==> src/rtl/wrf_cfg.svh <==
// ~~~~~~~~~~~~~~~~~~~~~~~~~~~~~~
// Working register file sizes
// Dedicated register positions
// ~~~~~~~~~~~~~~~~~~~~~~~~~~~~~~

`ifndef WRF_CFG_SVH
`define WRF_CFG_SVH

// Datapath word and register count
`define WRF_WORD_W 16
`define WRF_REG_CNT 16
`define WRF_ADDR_W 4

// Command code width
`define WRF_OP_W 3

// Named registers of the machine
`define WRF_P_INDEX 2
`define WRF_B_INDEX 3
`define WRF_X_INDEX 7

`endif

==> src/rtl/wrf_pkg.sv <==
// ~~~~~~~~~~~~~~~~~~~~~~~~~~~~~~
// Register file types and
// command codes
// ~~~~~~~~~~~~~~~~~~~~~~~~~~~~~~

`include "wrf_cfg.svh"

package wrf_pkg;

  // One data word
  typedef logic [`WRF_WORD_W-1:0] wrf_word_t;

  // Register number
  typedef logic [`WRF_ADDR_W-1:0] wrf_addr_t;

  // One-hot select, bit i picks register i
  typedef logic [`WRF_REG_CNT-1:0] wrf_sel_t;

  // Command code
  typedef logic [`WRF_OP_W-1:0] wrf_op_t;

  // Write-back result per command
  localparam wrf_op_t OP_LDI   = 3'd0;  // immediate
  localparam wrf_op_t OP_MOV   = 3'd1;  // register A
  localparam wrf_op_t OP_ADD   = 3'd2;  // A + B, wraps
  localparam wrf_op_t OP_SUB   = 3'd3;  // A - B, wraps
  localparam wrf_op_t OP_AND   = 3'd4;
  localparam wrf_op_t OP_OR    = 3'd5;
  localparam wrf_op_t OP_XOR   = 3'd6;
  // Loads P from next location, no lba write
  localparam wrf_op_t OP_FETCH = 3'd7;

endpackage

==> src/rtl/reg_file_unit.sv <==
// ~~~~~~~~~~~~~~~~~~~~~~~~~~~~~~
// Register file unit top level
// ~~~~~~~~~~~~~~~~~~~~~~~~~~~~~~

`timescale 1ns/1ps

module reg_file_unit (
  input  logic               aluclk,
  input  logic               reset,
  input  logic               req,
  input  wrf_pkg::wrf_op_t   op,
  input  wrf_pkg::wrf_addr_t laa,
  input  wrf_pkg::wrf_addr_t lba,
  input  wrf_pkg::wrf_word_t imm,
  input  wrf_pkg::wrf_word_t nlca,
  output logic               ack,
  output wrf_pkg::wrf_word_t result,
  output wrf_pkg::wrf_word_t pr,
  output wrf_pkg::wrf_word_t br,
  output wrf_pkg::wrf_word_t xr
);

  import wrf_pkg::*;

  // Sequencer controls
  logic rd_en;
  logic bdest;
  logic xfetch;

  // Decoded selects and write strobes
  wrf_sel_t ea;
  wrf_sel_t eb;
  wrf_sel_t wr;

  // Read ports and write-back value
  wrf_word_t a_data;
  wrf_word_t b_data;
  wrf_word_t wb_data;

  wrf_sequencer i_sequencer (
    .aluclk (aluclk),
    .reset  (reset),
    .req    (req),
    .op     (op),
    .ack    (ack),
    .rd_en  (rd_en),
    .bdest  (bdest),
    .xfetch (xfetch)
  );

  wrf_addr_decode i_addr_decode (
    .laa   (laa),
    .lba   (lba),
    .bdest (bdest),
    .ea    (ea),
    .eb    (eb),
    .wr    (wr)
  );

  wrf_reg_block i_reg_block (
    .aluclk  (aluclk),
    .reset   (reset),
    .ea      (ea),
    .eb      (eb),
    .wr      (wr),
    .wb_data (wb_data),
    .xfetch  (xfetch),
    .nlca    (nlca),
    .a_data  (a_data),
    .b_data  (b_data),
    .pr      (pr),
    .br      (br),
    .xr      (xr)
  );

  wrf_alu_stage i_alu_stage (
    .aluclk  (aluclk),
    .reset   (reset),
    .rd_en   (rd_en),
    .op      (op),
    .a_data  (a_data),
    .b_data  (b_data),
    .imm     (imm),
    .nlca    (nlca),
    .wb_data (wb_data)
  );

  // Write-back value doubles as the command result
  assign result = wb_data;

endmodule

==> src/rtl/wrf_addr_decode.sv <==
// ~~~~~~~~~~~~~~~~~~~~~~~~~~~~~~
// A/B address decoders and
// write strobe gating
// ~~~~~~~~~~~~~~~~~~~~~~~~~~~~~~

`timescale 1ns/1ps

`include "wrf_cfg.svh"

module wrf_addr_decode (
  input  wrf_pkg::wrf_addr_t laa,
  input  wrf_pkg::wrf_addr_t lba,
  input  logic               bdest,
  output wrf_pkg::wrf_sel_t  ea,
  output wrf_pkg::wrf_sel_t  eb,
  output wrf_pkg::wrf_sel_t  wr
);

  import wrf_pkg::*;

  // 3-to-8 decoder with enable, one per half of the file
  function automatic logic [7:0] dec_3to8(input logic [2:0] sel, input logic en);
    logic [7:0] hot;
    hot      = '0;
    hot[sel] = en;
    return hot;
  endfunction

  // Top address bit picks low (0..7) or high (8..15) decoder
  assign ea = {dec_3to8(laa[2:0], laa[`WRF_ADDR_W-1]),
               dec_3to8(laa[2:0], ~laa[`WRF_ADDR_W-1])};

  assign eb = {dec_3to8(lba[2:0], lba[`WRF_ADDR_W-1]),
               dec_3to8(lba[2:0], ~lba[`WRF_ADDR_W-1])};

  // Write only the B-selected register, and only on destination strobe
  assign wr = eb & {`WRF_REG_CNT{bdest}};

endmodule

==> src/rtl/wrf_alu_stage.sv <==
// ~~~~~~~~~~~~~~~~~~~~~~~~~~~~~~
// Registered execute stage for
// the write-back value
// ~~~~~~~~~~~~~~~~~~~~~~~~~~~~~~

`timescale 1ns/1ps

module wrf_alu_stage (
  input  logic               aluclk,
  input  logic               reset,
  input  logic               rd_en,
  input  wrf_pkg::wrf_op_t   op,
  input  wrf_pkg::wrf_word_t a_data,
  input  wrf_pkg::wrf_word_t b_data,
  input  wrf_pkg::wrf_word_t imm,
  input  wrf_pkg::wrf_word_t nlca,
  output wrf_pkg::wrf_word_t wb_data
);

  import wrf_pkg::*;

  // Next write-back value
  wrf_word_t alu_next;

  // Function select, sums wrap at word width
  always_comb begin
    case (op)
      OP_LDI: begin
        alu_next = imm;
      end
      OP_MOV: begin
        alu_next = a_data;
      end
      OP_ADD: begin
        alu_next = a_data + b_data;
      end
      OP_SUB: begin
        alu_next = a_data - b_data;
      end
      OP_AND: begin
        alu_next = a_data & b_data;
      end
      OP_OR: begin
        alu_next = a_data | b_data;
      end
      OP_XOR: begin
        alu_next = a_data ^ b_data;
      end
      // New P passes through so result shows it
      OP_FETCH: begin
        alu_next = nlca;
      end
      default: begin
        alu_next = '0;
      end
    endcase
  end

  // Capture on the read step, hold through write and ack
  always_ff @(posedge aluclk) begin
    if (reset) begin
      wb_data <= '0;
    end else if (rd_en) begin
      wb_data <= alu_next;
    end
  end

endmodule

==> src/rtl/wrf_reg_block.sv <==
// ~~~~~~~~~~~~~~~~~~~~~~~~~~~~~~
// Sixteen working registers,
// A/B read ports, P/B/X taps
// ~~~~~~~~~~~~~~~~~~~~~~~~~~~~~~

`timescale 1ns/1ps

`include "wrf_cfg.svh"

module wrf_reg_block (
  input  logic               aluclk,
  input  logic               reset,
  input  wrf_pkg::wrf_sel_t  ea,
  input  wrf_pkg::wrf_sel_t  eb,
  input  wrf_pkg::wrf_sel_t  wr,
  input  wrf_pkg::wrf_word_t wb_data,
  input  logic               xfetch,
  input  wrf_pkg::wrf_word_t nlca,
  output wrf_pkg::wrf_word_t a_data,
  output wrf_pkg::wrf_word_t b_data,
  output wrf_pkg::wrf_word_t pr,
  output wrf_pkg::wrf_word_t br,
  output wrf_pkg::wrf_word_t xr
);

  import wrf_pkg::*;

  // Register storage
  wrf_word_t regs [`WRF_REG_CNT];

  // Write port
  always_ff @(posedge aluclk) begin
    if (reset) begin
      for (int i = 0; i < `WRF_REG_CNT; i++) begin
        regs[i] <= '0;
      end
    end else begin
      // Strobes are one-hot, at most one register loads
      for (int i = 0; i < `WRF_REG_CNT; i++) begin
        if (wr[i]) begin
          regs[i] <= wb_data;
        end
      end
      // Instruction fetch takes P from next location
      if (xfetch) begin
        regs[`WRF_P_INDEX] <= nlca;
      end
    end
  end

  // Read ports, AND-OR mux on the one-hot selects
  always_comb begin
    a_data = '0;
    b_data = '0;
    for (int i = 0; i < `WRF_REG_CNT; i++) begin
      if (ea[i]) begin
        a_data = a_data | regs[i];
      end
      if (eb[i]) begin
        b_data = b_data | regs[i];
      end
    end
  end

  // Dedicated register taps
  assign pr = regs[`WRF_P_INDEX];
  assign br = regs[`WRF_B_INDEX];
  assign xr = regs[`WRF_X_INDEX];

endmodule

==> src/rtl/wrf_sequencer.sv <==
// ~~~~~~~~~~~~~~~~~~~~~~~~~~~~~~
// Four-phase req/ack handler,
// read/execute/write FSM
// ~~~~~~~~~~~~~~~~~~~~~~~~~~~~~~

`timescale 1ns/1ps

module wrf_sequencer (
  input  logic             aluclk,
  input  logic             reset,
  input  logic             req,
  input  wrf_pkg::wrf_op_t op,
  output logic             ack,
  output logic             rd_en,
  output logic             bdest,
  output logic             xfetch
);

  import wrf_pkg::*;

  typedef enum logic [2:0] {
    ST_IDLE,
    ST_READ,
    ST_WRITE,
    ST_DONE,
    ST_RELEASE
  } seq_state_t;

  seq_state_t state;

  // All control outputs registered
  always_ff @(posedge aluclk) begin
    if (reset) begin
      state  <= ST_IDLE;
      ack    <= 1'b0;
      rd_en  <= 1'b0;
      bdest  <= 1'b0;
      xfetch <= 1'b0;
    end else begin
      case (state)
        // Wait for a new command
        ST_IDLE: begin
          if (req) begin
            state <= ST_READ;
            rd_en <= 1'b1;
          end
        end
        // Operands read, ALU captures at this edge
        ST_READ: begin
          state  <= ST_WRITE;
          rd_en  <= 1'b0;
          bdest  <= (op != OP_FETCH);
          xfetch <= (op == OP_FETCH);
        end
        // Register written at this edge
        ST_WRITE: begin
          state  <= ST_DONE;
          bdest  <= 1'b0;
          xfetch <= 1'b0;
        end
        // Result settled, raise ack
        ST_DONE: begin
          state <= ST_RELEASE;
          ack   <= 1'b1;
        end
        // Hold ack while requester keeps req high
        ST_RELEASE: begin
          if (!req) begin
            state <= ST_IDLE;
            ack   <= 1'b0;
          end
        end
        default: begin
          state <= ST_IDLE;
        end
      endcase
    end
  end

endmodule

==> config.mk <==
export PLATFORM = sky130hd
export DESIGN_NAME = reg_file_unit
export DESIGN_NICKNAME = d
export VERILOG_FILES = /design/src/rtl/wrf_pkg.sv /design/src/rtl/reg_file_unit.sv /design/src/rtl/wrf_addr_decode.sv /design/src/rtl/wrf_alu_stage.sv /design/src/rtl/wrf_reg_block.sv /design/src/rtl/wrf_sequencer.sv
export VERILOG_INCLUDE_DIRS = /design/src /design/src/rtl
export SDC_FILE = /design/constraint.sdc
export NUM_CORES = 1
export LEC_CHECK = 0
export BUFFER_PORTS_ARGS = -buffer_cell sky130_fd_sc_hd__buf_2
export CAP_MARGIN = 20
export CELL_PAD_IN_SITES_DETAIL_PLACEMENT = 1
export CELL_PAD_IN_SITES_GLOBAL_PLACEMENT = 1
export CORE_ASPECT_RATIO = 1.25
export CORE_MARGIN = 5
export CORE_UTILIZATION = 30
export CTS_BUF_LIST = sky130_fd_sc_hd__clkbuf_4
export DETAILED_ROUTE_END_ITERATION = 12
export PLACE_DENSITY = 0.63
export SLEW_MARGIN = 20
export SYNTH_ARGS = -nofsm -noshare
export SYNTH_HDL_FRONTEND = slang
export SYNTH_SLANG_ARGS = --single-unit
==> constraint.sdc <==
create_clock -name aluclk -period 6.9 [get_ports aluclk]
set_input_delay 0.69 -clock aluclk [delete_from_list [all_inputs] [get_ports aluclk]]
set_output_delay 0.69 -clock aluclk [all_outputs]
set_load 0.02 [all_outputs]
## Word level (Yosys, flattened, before mapping)

Memories as Yosys holds them, arrays and structs flattened.
Cells that the tools add are included.

- Output and inout bits: 65
- Word-level logic and storage cells: 210
- Register bits: 23
- Memories kept: 1
- Memory bits (read-only): 0
- Memory bits (writable): 256
- Bits in latches: 0

Memory list:

| memory | words | bits a word | read ports | clocked after Yosys merged registers in | wr ports | RTL line | text |
|---|---|---|---|---|---|---|---|
| i_reg_block.regs | 16 | 16 | 16 | 0 | 16 | wrf_reg_block.sv:29 | `` wrf_word_t regs [`WRF_REG_CNT]; `` |

- Bitwise operators: 57
- $add $sub $neg: 2
- Multiplexer cells: 116
- Multiply operators: 0
- Div/mod/pow operators: 0
- Reduce and logical (&&, ||, !) cells: 10
- Shifts and indexed selects: 0
- Equality and inequality tests: 14
- $lt $le $gt $ge: 4

Operators with widths:

| cell | count |
|---|---|
| 2-to-1 mux 16 bit | 49 |
| OR 16 bit | 31 |
| one-hot mux 16 bit (8 select lines) | 1 |
| 2-to-1 mux 1 bit | 57 |
| AND 16 bit | 2 |
| AND 8 bit | 4 |
| OR 1 bit | 17 |
| adder 16 bit | 1 |
| subtractor 16 bit | 1 |
| XOR 16 bit | 1 |
| equality test 3 bit (second input constant) | 5 |
| one-hot mux 3 bit (5 select lines) | 1 |
| equality test 3 x 2 -> 1 bit (second input constant) | 4 |
| less-than comparator 3 x 4 -> 1 bit (second input constant) | 2 |
| one-hot mux 1 bit (2 select lines) | 4 |
| demux 1 bit (select 3 bit) | 2 |
| equality test 3 x 1 -> 1 bit (second input constant) | 2 |
| greater-or-equal comparator 3 x 1 -> 1 bit (second input constant) | 2 |
| zero test 3 bit | 2 |
| 2-to-1 mux 3 bit | 2 |
| AND reduction 2 bit | 3 |
| nonzero test 2 bit | 3 |
| != test 2 bit (second input constant) | 2 |
| != test 3 bit (second input constant) | 1 |
| 2 further kinds | 4 |

## Logic depth before layout (Yosys ltp)

- Depth after elaboration: 38
- Mapped depth: 22
- Gate-level depth less buffers: 19

## Cells and area by module

From an unflattened synthesis, not the netlist that was laid out.

- Cells, all modules: 1,589
- Area, all modules: 16,374.5 um2

By module, submodules not included:

| module | times used | sequential area each (um2) | area an instance (um2) | cells an instance |
|---|---|---|---|---|
| wrf_reg_block | 1 | 6,726.5 | 12,635.9 | 1,081 |
| wrf_alu_stage | 1 | 320.3 | 3,084.2 | 403 |
| wrf_addr_decode | 1 | 0.0 | 335.3 | 70 |
| wrf_sequencer | 1 | 140.1 | 319.1 | 35 |

## Worst setup path before layout

No wires, ideal clock.

- Path kind: input-to-reg
- Start point: input lba[0]
- End point: register i_alu_stage.wb_data[15]
- Arrival: 4.718 ns
- Cell stages on the path: 18
- Buffers on the path: 2
- Setup slack: 2.103 ns
- Required time: 6.821 ns
- Library setup time: 0.079 ns
- Cell sequence: buf_6 > nor2b_1 > buf_6 > a221oi_1 > o211ai_1 > a222oi_1 > nand3_2 > nor4_4 > a21oi_1 > xnor2_1 > ha_1 > or2_2 > a2111o_1 > o21a_1 > a221oi_1 > o21ai_0 > or4_1 > o211ai_1

- Cells in the longest elaborated chain, start to end: 38
- Elaborated cells between the ends (all ways): 44

Ends and longest elaborated chain:

| element | RTL line | text |
|---|---|---|
| from (decl) | reg_file_unit.sv:13 | `input wrf_pkg::wrf_addr_t lba,` |
| less-than comparator 3 x 4 -> 1 bit (not written as such) or greater-or-equal comparator 3 x 1 -> 1 bit (tied branches) | wrf_addr_decode.sv:25 | `hot[sel] = en;` |
| logical AND 1 bit (not written as such) | wrf_addr_decode.sv:25 |  |
| 2-to-1 mux 1 bit (not written as such) | wrf_addr_decode.sv:25 |  |
| demux 1 bit (select 3 bit) * | n/a |  |
| AND 8 bit (no source line) | n/a |  |
| 2-to-1 mux 16 bit | wrf_reg_block.sv:59 | `if (eb[i]) begin` |
| OR 16 bit | wrf_reg_block.sv:60 | `b_data = b_data \| regs[i];` |
| 2-to-1 mux 16 bit | wrf_reg_block.sv:59 |  |
| [22 not listed] | n/a |  |
| OR 16 bit | wrf_reg_block.sv:60 |  |
| 2-to-1 mux 16 bit | wrf_reg_block.sv:59 |  |
| OR 16 bit | wrf_reg_block.sv:60 |  |
| 2-to-1 mux 16 bit | wrf_reg_block.sv:59 |  |
| OR 16 bit | wrf_reg_block.sv:60 |  |
| 2-to-1 mux 16 bit * | wrf_reg_block.sv:59 |  |
| subtractor 16 bit, or another cell as far along | wrf_alu_stage.sv:38 | `alu_next = a_data - b_data;` |
| one-hot mux 16 bit (8 select lines) * | wrf_alu_stage.sv:27 | `case (op)` |
| to (signal assigned) | wrf_alu_stage.sv:64 | `wb_data <= alu_next;` |
| to (decl) | wrf_alu_stage.sv:17 | `output wrf_pkg::wrf_word_t wb_data` |

Mark *: on every way between the ends. The rest lies on a longest branch, timed or not.
A chain may end at the register's enable or synchronous reset.

## Worst setup path in the final report

- Start point: input lba[1]
- End point: register i_alu_stage.wb_data[15]

The elaborated chain is that of the path after synthesis.

==> metrics.md <==
| Metric | Value |
|---|---|
| Slew Limit Fails | `0` |
| Leakage power | `7.23 nW` |
| Wire per inst | `30.4 um` |
| Per-instance average area after synthesis | `9.46 um^2` |
| Iteration count of the initial detailed-routing pass | `8` |
| Synth cell count leaders | `sky130_fd_sc_hd__edfxtp_1, sky130_fd_sc_hd__nand2_1, sky130_fd_sc_hd__o21ai_0` |
| Remaining routing DRC violations | `0` |
| Gate count of the mapped netlist | `1826` |
| Synth Flop Type | `sky130_fd_sc_hd__edfxtp_1` |
| Total global-route track usage | `0.253` |
| Total Neg Setup Slack | `0 ns` |
| End of the worst register-to-register path | `i_alu_stage.wb_data[15]` |
| Top-Level Pins | `111` |
| Signal arrival time at the worst endpoint | `6.32 ns` |
| GR Overflow Total | `0` |
| Count of flip-flops with a built-in enable after synthesis | `160` |
| Via count of the first global-routing pass | `16435` |
| PwrDens | `221 nW/um^2` |
| Min Clock Period, post-route | `5.61 ns` |
| Setup slack of the worst register-to-register path | `1.45 ns` |
| Largest fanout on the critical path | `27` |
| # clock sinks | `279` |
| Final setup viols | `0` |
| Port bufs | `110` |
| Number of maximum-capacitance violations | `0` |
| Fraction of registers with async set or reset after synthesis | `0` |
| Cells on worst reg2reg path | `16` |
| Worst Path Required | `7.60 ns` |
| Final Hold Violating Endpoints | `0` |
| Maximum number of pins on one net before global-route repair | `82` |
| Number of warnings printed during yosys synthesis | `0` |
| Total number of nets in the final design | `1965` |
| Clock transition time at the flip-flop clock pins of the worst setup and hold paths | `0.07 ns` |
| Fmax achieved | `0.178 GHz` |
| HPWL reported at the end of detailed placement | `57700 um` |
| Effective utilization at floorplan | `0.302` |
| Critical Path Sink Type | `flop` |
| CTS max path bufs | `3` |
| Status | `completed` |
| Slew @ Worst Pin | `1.19 ns` |
| Number of different library cells in the post-synthesis netlist | `91` |
| Post-DR vias/cell | `5.97` |
| Number of antenna violations at the first check in global routing | `5` |
| DRC violation total after the first TritonRoute iteration | `1507` |
| Post-CTS setup buffer count | `0` |
| Layout overhead on the synthesized area | `11.7%` |
| Worst Path Class, Setup | `primary input to flop` |
| Largest cells by area after synthesis | `sky130_fd_sc_hd__edfxtp_1, sky130_fd_sc_hd__dfxtp_1, sky130_fd_sc_hd__a22oi_1, sky130_fd_sc_hd__and2_1, sky130_fd_sc_hd__o21ai_0` |
| Switching component of the power | `1.36 mW` |
| Last weighted congestion value of the routability-driven placer | `0.979` |
| Startpoint of the lowest-slack hold path | `imm[13]` |
| Setup repair after global routing missed its margin | `false` |
| Antenna Violating Nets Remaining | `0` |
| Layout cell share with drive strength beyond 1 | `0.196` |
| Peak supply drop | `0.000110 V` |
| Num rows | `98` |
| Root Buffer | `sky130_fd_sc_hd__clkbuf_4` |
| Area share of the leading cell type in the synthesized netlist | `0.278` |
| Part of the power in combinational logic | `0.173` |
| Width of the die | `225 um` |
| Die area | `62500 um^2` |
| Latest clock arrival within the worst-skew pair | `0.81 ns` |
| Core area | `57100 um^2` |
| Dominant cell type by area after synthesis | `sky130_fd_sc_hd__edfxtp_1` |
| Post_cts resized | `0` |
| RR Startpoint | `i_reg_block.regs[1][0]` |
| Vias post-DR | `15997` |
| Most frequently used cell type in the post-synthesis netlist | `sky130_fd_sc_hd__edfxtp_1` |
| Count of state elements after synthesis | `279` |
| Wire length of the first global-routing pass | `116000 um` |
| Number of H-tree levels | `3` |
| Hold bufs inserted after CTS | `0` |
| Worst min path class | `primary input to flop` |
| Sequential share of the synthesized area | `0.416` |
| Mapped cell area | `17300 um^2` |
| Final hold slack | `0.201 ns` |
| Reg power frac | `0.445` |
| Final WL | `81500 um` |
| Share of the cycle needed by the critical path after routing | `0.814` |
| CTS buffer count | `76` |
| Kind of start point of the critical path | `primary input` |
| Syn nets | `1921` |
| Switching share of power | `0.320` |
| Internal power contribution | `2.90 mW` |
| DIE HEIGHT | `278 um` |
| Clock network fraction of total power | `0.382` |
| Worst min-delay path endpoint | `i_alu_stage.wb_data[13]` |
| Clock tree from TritonCTS | `built` |
| Max-slew headroom | `0.206` |
| Worst hold stages | `3` |
| Maximum clock skew at final layout | `0.0755 ns` |
| Number of fill cells in the layout | `6649` |
==> metrics by stage <==
| step | worst slack, ns | total power [mW] | instance area [um^2] | util | std cells |
|---|---|---|---|---|---|
| floorplan | 2.10 | 2.37 | 17300 | - | 1826 |
| global placement | 0.656 | 2.64 | 18300 | 0.320 | 2541 |
| detailed placement | 0.500 | 2.66 | 18300 | 0.320 | 2541 |
| CTS | 1.35 | 4.27 | 19300 | 0.337 | 2678 |
| global route | 1.07 | 4.42 | 19300 | 0.337 | 2680 |
| finish | 1.29 | 4.26 | 19300 | 0.337 | 2681 |
==> flip-flops by register name (all words and copies together) (netlist names) <==
signal / flops
i_alu_stage.wb_data: 16
i_sequencer.bdest: 1
i_sequencer.rd_en: 1
i_sequencer.xfetch: 1
i_sequencer.state: 3
i_reg_block.regs: 256
i_sequencer.ack: 1
==> power by group through the flow <==
stage	Combinational (mW)	Clock (mW)	Sequential (mW)
2_1_floorplan	0.487	0	1.88
3_3_place_gp	0.716	0	1.93
3_5_place_dp	0.727	0	1.93
4_1_cts	0.731	1.65	1.89
5_1_grt	0.785	1.74	1.90
6_report	0.738	1.63	1.89
==> area by class of cell <==
class / count / area [um^2] / share of cell area
repair buffers: 168 / 988 / 0.0513
inverters: 59 / 221 / 0.0115
well taps: 750 / 938 / 0.0487
clock inverters: 21 / 138 / 0.00714
flip-flops and latches: 279 / 7190 / 0.373
diodes: 2 / 5.00 / 0.000260
clock buffers: 116 / 871 / 0.0452
multi-input cells: 1286 / 8930 / 0.463
==> cells in the final DEF (no fill, tap or decap), types with 15 or more instances in the layout <==
cell type and n:
sky130_fd_sc_hd__nand3_1 43, sky130_fd_sc_hd__inv_1 55, sky130_fd_sc_hd__mux2i_1 32, sky130_fd_sc_hd__nand2_1 154, sky130_fd_sc_hd__nor3_1 41, sky130_fd_sc_hd__buf_2 109
sky130_fd_sc_hd__o21ai_0 139, sky130_fd_sc_hd__xnor2_1 21, sky130_fd_sc_hd__nor2b_1 22, sky130_fd_sc_hd__and2_1 120, sky130_fd_sc_hd__a22oi_1 101, sky130_fd_sc_hd__buf_4 58
sky130_fd_sc_hd__a22o_1 60, sky130_fd_sc_hd__dfxtp_1 119, sky130_fd_sc_hd__a221oi_1 51, sky130_fd_sc_hd__nand2b_1 101, sky130_fd_sc_hd__edfxtp_1 160, sky130_fd_sc_hd__ha_1 48
sky130_fd_sc_hd__a21oi_1 54, sky130_fd_sc_hd__nor2_1 65, sky130_fd_sc_hd__clkbuf_4 117, sky130_fd_sc_hd__clkinv_1 15
==> cells by family after synthesis <==
| logic type | share of synthesized area |
|---|---|
| compound gates | 0.212 |
| mux | 0.0453 |
| buf+inv | 0.0751 |
| flops | 0.416 |
| simple gates | 0.202 |
| fa+ha+maj | 0.0359 |
| xor+xnor | 0.0137 |
==> metal layers <==
| metal | routed length (um) | global-route usage | vias up |
|---|---|---|---|
| met2 | 39800 | 0.435 | 884 |
| met1 | 30000 | 0.296 | 8006 |
| met4 | 4690 | 0.127 | 0 |
| li1 | - | - | 6834 |
| met3 | 7080 | 0.0538 | 273 |
| met5 | 0 | 0 | - |
==> critical path: stages <==
cell and delay, ns:
sky130_fd_sc_hd__buf_2 0.35, sky130_fd_sc_hd__buf_4 0.41, sky130_fd_sc_hd__nor2_4 0.14, sky130_fd_sc_hd__a22oi_1 0.19, sky130_fd_sc_hd__o211ai_1 0.12, sky130_fd_sc_hd__a222oi_1 0.97
sky130_fd_sc_hd__ha_1 0.34, sky130_fd_sc_hd__nand2_1 0.08, sky130_fd_sc_hd__nor4_2 0.57, sky130_fd_sc_hd__a21oi_1 0.17, sky130_fd_sc_hd__xnor2_1 0.17, sky130_fd_sc_hd__ha_1 0.27
sky130_fd_sc_hd__or4_1 0.48, sky130_fd_sc_hd__o21a_1 0.22, sky130_fd_sc_hd__a221oi_1 0.39, sky130_fd_sc_hd__o21ai_0 0.19, sky130_fd_sc_hd__or4_1 0.42, sky130_fd_sc_hd__o211ai_1 0.10
==> worst max-delay path by stage <==
stage / to / depth (start not counted) / startpoint / slack, ns
finish: i_alu_stage.wb_data[15] / 18 / lba[1] / 1.29
global route: i_alu_stage.wb_data[15] / 18 / lba[1] / 1.07
CTS: i_alu_stage.wb_data[15] / 18 / lba[1] / 1.35
detailed placement: i_alu_stage.wb_data[15] / 18 / lba[1] / 0.50
global placement: i_alu_stage.wb_data[15] / 18 / lba[1] / 0.66
floorplan: i_alu_stage.wb_data[15] / 18 / lba[0] / 2.10
Power figures use the tool's default switching activity.
